$ cat src/include/regs_defines.svh
// register code nibbles, dump address map and array sizes for the register block
`ifndef REGS_DEFINES_SVH
`define REGS_DEFINES_SVH

// upper nibble of bank-relative register codes
`define CUR_BANK_NIB  4'hE
`define PREV_BANK_NIB 4'hD

// upper nibble that reads as constant zero
`define ZERO_NIB      4'h4

// byte counts of the two register arrays
// 4 banks x 16 bytes
`define ACC_BYTES     64
// XIX, XIY, XIZ, XSP
`define PTR_BYTES     16

// dump address map
// accumulators occupy 00-3f, pointers 40-4f
`define DMP_PTR_BASE  8'h40
`define DMP_SR_HI     8'h50
`define DMP_SR_LO     8'h51

`endif
$ cat src/logic/reg_types_pkg.sv
// data, register code and register address types
package reg_types_pkg;

    // data widths
    typedef logic [7:0]  byte_t;
    typedef logic [15:0] word_t;
    typedef logic [31:0] long_t;

    // 8-bit register code as found in the instruction
    typedef logic [7:0]  reg_code_t;

    // register file pointer, selects one of four banks
    typedef logic [1:0]  bank_t;

    // byte address in the banked accumulator array
    // upper two bits are the bank
    typedef logic [5:0]  acc_addr_t;

    // byte address in the pointer array
    typedef logic [3:0]  ptr_addr_t;

endpackage

$ cat src/logic/access_pkg.sv
// access size one-hot, step code and step-to-byte-count function
package access_pkg;
    import reg_types_pkg::*;

    // one-hot write width
    typedef logic [2:0] size_t;

    // bit positions inside size_t
    localparam int SZ_BYTE_BIT = 0;
    localparam int SZ_WORD_BIT = 1;
    localparam int SZ_LONG_BIT = 2;

    // pointer step code: 0 = 1 byte, 1 = 2 bytes, 2 = 4 bytes
    typedef logic [1:0] step_t;

    // byte increment for a step code
    // code 3 is not used and falls back to one byte
    function automatic long_t step_bytes(input step_t step);
        long_t inc;
        case (step)
            2'd1: inc = 32'd2;
            2'd2: inc = 32'd4;
            default: inc = 32'd1;
        endcase
        return inc;
    endfunction

endpackage

$ cat src/logic/operand_select.sv
// register code decoding, operand muxing, write routing and the dump byte register
`timescale 1ns/100ps
`include "regs_defines.svh"

module operand_select
    import reg_types_pkg::*, access_pkg::*;
(
    input  bank_t      rfp,
    input  reg_code_t  src,
    input  reg_code_t  dst,
    input  reg_code_t  idx_rdreg_sel,
    input  reg_code_t  idx_rdreg_aux,
    input  logic       idx_en,
    input  logic       reg_dec,
    input  step_t      reg_step,
    output acc_addr_t  acc_rd_src_addr,
    output acc_addr_t  acc_rd_aux_addr,
    output acc_addr_t  acc_rd_dst_addr,
    output ptr_addr_t  ptr_rd_src_addr,
    output ptr_addr_t  ptr_rd_aux_addr,
    output ptr_addr_t  ptr_rd_dst_addr,
    input  long_t      acc_rd_src,
    input  long_t      acc_rd_aux,
    input  long_t      acc_rd_dst,
    input  long_t      ptr_rd_src,
    input  long_t      ptr_rd_aux,
    input  long_t      ptr_rd_dst,
    output long_t      src_out,
    output long_t      aux_out,
    output long_t      dst_out,
    input  long_t      alu_dout,
    input  long_t      ram_dout,
    input  logic       data_sel,
    input  logic       flag_only,
    input  size_t      alu_we,
    input  size_t      ram_we,
    output acc_addr_t  acc_wr_addr,
    output ptr_addr_t  ptr_wr_addr,
    output size_t      acc_wr_size,
    output size_t      ptr_wr_size,
    output long_t      wr_data,
    input  logic       clk,
    input  byte_t      dmp_addr,
    input  word_t      sr,
    input  byte_t      acc_dmp_byte,
    input  byte_t      ptr_dmp_byte,
    output logic [5:0] dmp_idx,
    output byte_t      dmp_din
);

    reg_code_t src_sel;
    reg_code_t aux_sel;
    reg_code_t dst_sel;
    size_t     wr_size;

    // map current/previous bank codes onto an explicit bank
    function automatic reg_code_t resolve(input bank_t cur, input reg_code_t code);
        reg_code_t res;
        res = code;
        if (code[7:4] == `CUR_BANK_NIB) begin
            res[7:4] = {2'b00, cur};
        end else if (code[7:4] == `PREV_BANK_NIB) begin
            res[7:4] = {2'b00, bank_t'(cur - 2'd1)};
        end
        return res;
    endfunction

    always_comb begin
        src_sel = resolve(rfp, idx_en ? idx_rdreg_sel : src);
        dst_sel = resolve(rfp, idx_en ? idx_rdreg_aux : dst);
        // second index register of two-pointer instructions
        aux_sel = src_sel & ~8'h04;
    end

    always_comb begin
        acc_rd_src_addr = src_sel[5:0];
        acc_rd_aux_addr = aux_sel[5:0];
        acc_rd_dst_addr = dst_sel[5:0];
        ptr_rd_src_addr = src_sel[3:0];
        ptr_rd_aux_addr = aux_sel[3:0];
        ptr_rd_dst_addr = dst_sel[3:0];
    end

    // bit 7 picks the pointer file
    always_comb begin
        if (src_sel[7:4] == `ZERO_NIB) begin
            src_out = '0;
        end else begin
            src_out = src_sel[7] ? ptr_rd_src : acc_rd_src;
        end
        if (aux_sel[7:4] == `ZERO_NIB) begin
            aux_out = '0;
        end else begin
            aux_out = aux_sel[7] ? ptr_rd_aux : acc_rd_aux;
        end
        dst_out = dst_sel[7] ? ptr_rd_dst : acc_rd_dst;
        // pre-decrement view of the destination
        if (reg_dec) begin
            dst_out = dst_out - step_bytes(reg_step);
        end
    end

    // result write routing
    always_comb begin
        wr_data     = data_sel ? ram_dout : alu_dout;
        wr_size     = flag_only ? 3'b000 : (data_sel ? ram_we : alu_we);
        acc_wr_addr = dst_sel[5:0];
        ptr_wr_addr = dst_sel[3:0];
        acc_wr_size = dst_sel[7] ? 3'b000 : wr_size;
        ptr_wr_size = dst_sel[7] ? wr_size : 3'b000;
    end

    assign dmp_idx = dmp_addr[5:0];

    // debug dump, runs off the raw clock
    always_ff @(posedge clk) begin
        if (dmp_addr < `DMP_PTR_BASE) begin
            dmp_din <= acc_dmp_byte;
        end else if (dmp_addr < `DMP_SR_HI) begin
            dmp_din <= ptr_dmp_byte;
        end else if (dmp_addr == `DMP_SR_HI) begin
            dmp_din <= sr[15:8];
        end else if (dmp_addr == `DMP_SR_LO) begin
            dmp_din <= sr[7:0];
        end else begin
            dmp_din <= '0;
        end
    end

endmodule

$ cat config.mk
export PLATFORM = sky130hd
export DESIGN_NAME = operand_select
export DESIGN_NICKNAME = d
export VERILOG_FILES = /design/src/logic/reg_types_pkg.sv /design/src/logic/access_pkg.sv /design/src/logic/operand_select.sv
export VERILOG_INCLUDE_DIRS = /design/src /design/src/include
export SDC_FILE = /design/constraint.sdc
export NUM_CORES = 1
export LEC_CHECK = 0
export ABC_AREA = 1
export BUFFER_PORTS_ARGS = -buffer_cell sky130_fd_sc_hd__buf_4
export CORE_AREA = 2 2 208 210
export CTS_CLUSTER_DIAMETER = 50
export CTS_CLUSTER_SIZE = 14
export DETAILED_ROUTE_END_ITERATION = 12
export DIE_AREA = 0 0 210 212
export GPL_TIMING_DRIVEN = 0
export PLACE_DENSITY = 0.43
export RECOVER_POWER = 100
export SYNTH_ARGS = -nofsm -noshare
export SYNTH_HDL_FRONTEND = slang
export SYNTH_SLANG_ARGS = --single-unit
$ cat constraint.sdc
create_clock -name clk -period 3.3 [get_ports clk]
set_input_delay 0.165 -clock clk [delete_from_list [all_inputs] [get_ports clk]]
set_output_delay 0.165 -clock clk [all_outputs]
set_load 0.02 [all_outputs]
==> impl_metrics.tcl <==
set metrics [dict create \
    setup.worst_path.class "in -> out" \
    synth_cell_types 42 \
    p_int_uw 969 \
    synth.avg_cell_area_um2 4.99 \
    drt.antenna.violating_nets 0 \
    netSwitchingPower_mw 1.10 \
    crit_path_leading_delay_family "simple AND/OR/NAND/NOR gates" \
    worstHoldPathCells 3 \
    die_height_um 212 \
    yosysMostFrequentCell "nand2_1" \
    grt-ovfl-total 0 \
    clockPowerShare_pct 10.0 \
    flow.area_growth_from_synthesis_pct 99.2 \
    number_of_top_level_pins 531 \
    place_congestion 0.915 \
    ys_seq_area_share_pct 3.56 \
    clkTransAtPathRegs_ns 0.04 \
    drt_iter0_drc 348 \
    vias_per_cell 3.93 \
    core_area_mm2 0.0425 \
    synth_top_cells_by_count "365 x nand2_1, 106 x nand3_1, 75 x inv_1, 64 x nor2_1, 56 x a21oi_1" \
    synth-edff-count 0 \
    synth_flop_cell "dfxtp_1" \
    number_of_synthesized_register_bits 8 \
    post_layout_minimum_cycle_time_ns 3.04 \
    fin_ws_ns 0.257 \
    clock-root-buffer "clkbuf_16" \
    cp_max_fo 10 \
    synth.top_cell.area_share_pct 30.5 \
    design.die.area_mm2 0.0445 \
    initial_utilization_pct 10.6 \
    maxClockFrequency_mhz 329 \
    tightestPinTransition_ns 1.33 \
    start_kind "primary input" \
    post_route_cells_drive_above_1_share_pct 39.9 \
    initial_antenna_violation_count 1 \
    power_mw 2.07 \
    leakage_nw 4.70 \
    yosys_warnings 0 \
    postRouteWirelength_um 33500 \
    ir_drop_worst_vdd_mv 0.154 \
    timing.critical_path.to_type "primary output" \
    post_route_clock_period_utilization_pct 92.2 \
    worst_ep_required_time_ns 3.13 \
    grt_max_degree 11 \
    setup_viol_count_final 0 \
    worst-path-buf-inv 9 \
    die_w_um 210 \
    register_name_with_the_most_flops "dmp_din" \
    power_density_cells_mw_per_mm2 231 \
    cts_hold_repair.buffers 0 \
    slowest_delay_ns 0.28 \
    timing.hold.worst.class "in -> reg" \
    cts_tree "yes" \
    post-dp-hpwl_um 30300 \
    vias_after_detailed_routing 7813 \
    largest_reg_flops 8 \
    worst_path_most_repeated_cell "nand2_1" \
    timing.max_slew.rel_slack_pct 10.6 \
    reg.largest.list "dmp_din (8)" \
    route.detailed.drc 0 \
    insertedDiodeCount 0 \
    async_flop_share_pct 0 \
    tritoncts_num_sinks 8 \
    io_buffer_count 525 \
    track_usage_pct 14.1 \
    postSynthCellCount 902 \
    wl_per_cell_um 16.8 \
    std_cell_rows 76 \
    clk_path_buf_depth 2 \
    timing_max_transition_violations_final 0 \
    cp.arrival_ns 2.88 \
    status "finished, final reports clean" \
    setup_repair_after_global_routing_missed_its_margin "no" \
    power.sequential.fraction_pct 5.2 \
    cts_buffer_count 3 \
    cap_viol_max_count 0 \
    grt_first_pass_wirelength_um 47700 \
    cts_max_level 1 \
    synth.largest_area_cell "nand2_1" \
    preCtsSetupSlack_ns -0.383 \
    firstDrtPassIters 5 \
    power.share.combinational_pct 84.8 \
    power.share.switching_pct 53.2 \
    syn-cell-area_mm2 0.00450 \
    finish.net_count 1794 \
    fill_cells 5068 \
    report.final.hold_viol_count 0 \
    post_synth_main_area_contributors "nand2_1 30%, nand3_1 12%, inv_1 6.3%" \
    cp-startpoint "idx_en" \
    first_global_vias 7623 \
    worst_path_max_delay_cell "or2_2" \
    critical_path_depth 25 \
    min_from "acc_dmp_byte[3]" \
]
## routing by layer
layer  track usage, %  up-vias  routed length (µm)
met1             17.5     3592               14100
met2             24.4      285               16000
met3             4.80       21                3090
met4             1.49        2                 290
met5                0        -                  13
li1                 -     3913                   -
## worst paths after layout
| check | to | slack, ns |
|---|---|---|
| worst max-delay path | dst_out[30] | 0.26 |
| worst min-delay path | dmp_din[3]$_DFF_P_ | 0.13 |
## area by class of cell
cell class,count,area (µm²),share of cell area (%)
timing repair buffer,537,3620,40.4
multi-input combinational,731,3590,40.0
tap,546,683,7.62
buffer,82,522,5.82
inverter,82,317,3.53
sequential,8,160,1.79
clock buffer,3,75.1,0.837
## repair_timing
action	CTS	global route
buffers inserted	7	5
gates resized for setup	15	21
gates cloned	0	0
endpoints found under the setup margin	23	24
pin swaps	6	6
## cells in the final DEF, fill, tap and decap left out, types with 10 or more instances in the layout
cell type    n
nand2_1    360
inv_1       71
buf_2       12
buf_4      428
nor2_1      59
clkbuf_2    28
nand3_1    104
o21ai_0     20
a21oi_2     10
clkbuf_4    21
nand3b_1    25
a21oi_1     56
clkbuf_1   121
nand2_2     20
## power groups by stage
stage	Sequential, mW	Combinational [mW]	Clock (mW)
6_report	0.107	1.76	0.208
5_1_grt	0.108	1.92	0.214
4_1_cts	0.107	1.88	0.211
3_5_place_dp	0.109	1.85	0
3_3_place_gp	0.109	1.85	0
2_1_floorplan	0.119	0.895	0
## cells by family (layout without fill, tap and decap cells)
family          count (synthesis)  count (layout)  synth area share, %
simple gates                  606             606                 59.2
compound gates                103             103                 13.6
flops                           8               8                 3.56
mux                             2               2                0.445
other cells                     1               2               0.0833
xor+xnor                       12              12                 2.34
buf+inv                       164             704                 19.0
fa+ha+maj                       6               6                 1.84
## metrics by stage
stage,hold WS (ns),cell area [µm²],TNS [ns],util (%),cells
floorplan,0.278,4500,0,-,903
global placement,0.369,9130,-4.24,21.5,1974
detailed placement,0.371,9130,-4.90,21.5,1974
CTS,0.132,9330,0,21.9,1984
global route,0.157,8960,0,21.1,1989
finish,0.131,8960,0,21.1,1989
Note: power is estimated with default switching activity, not from simulation.
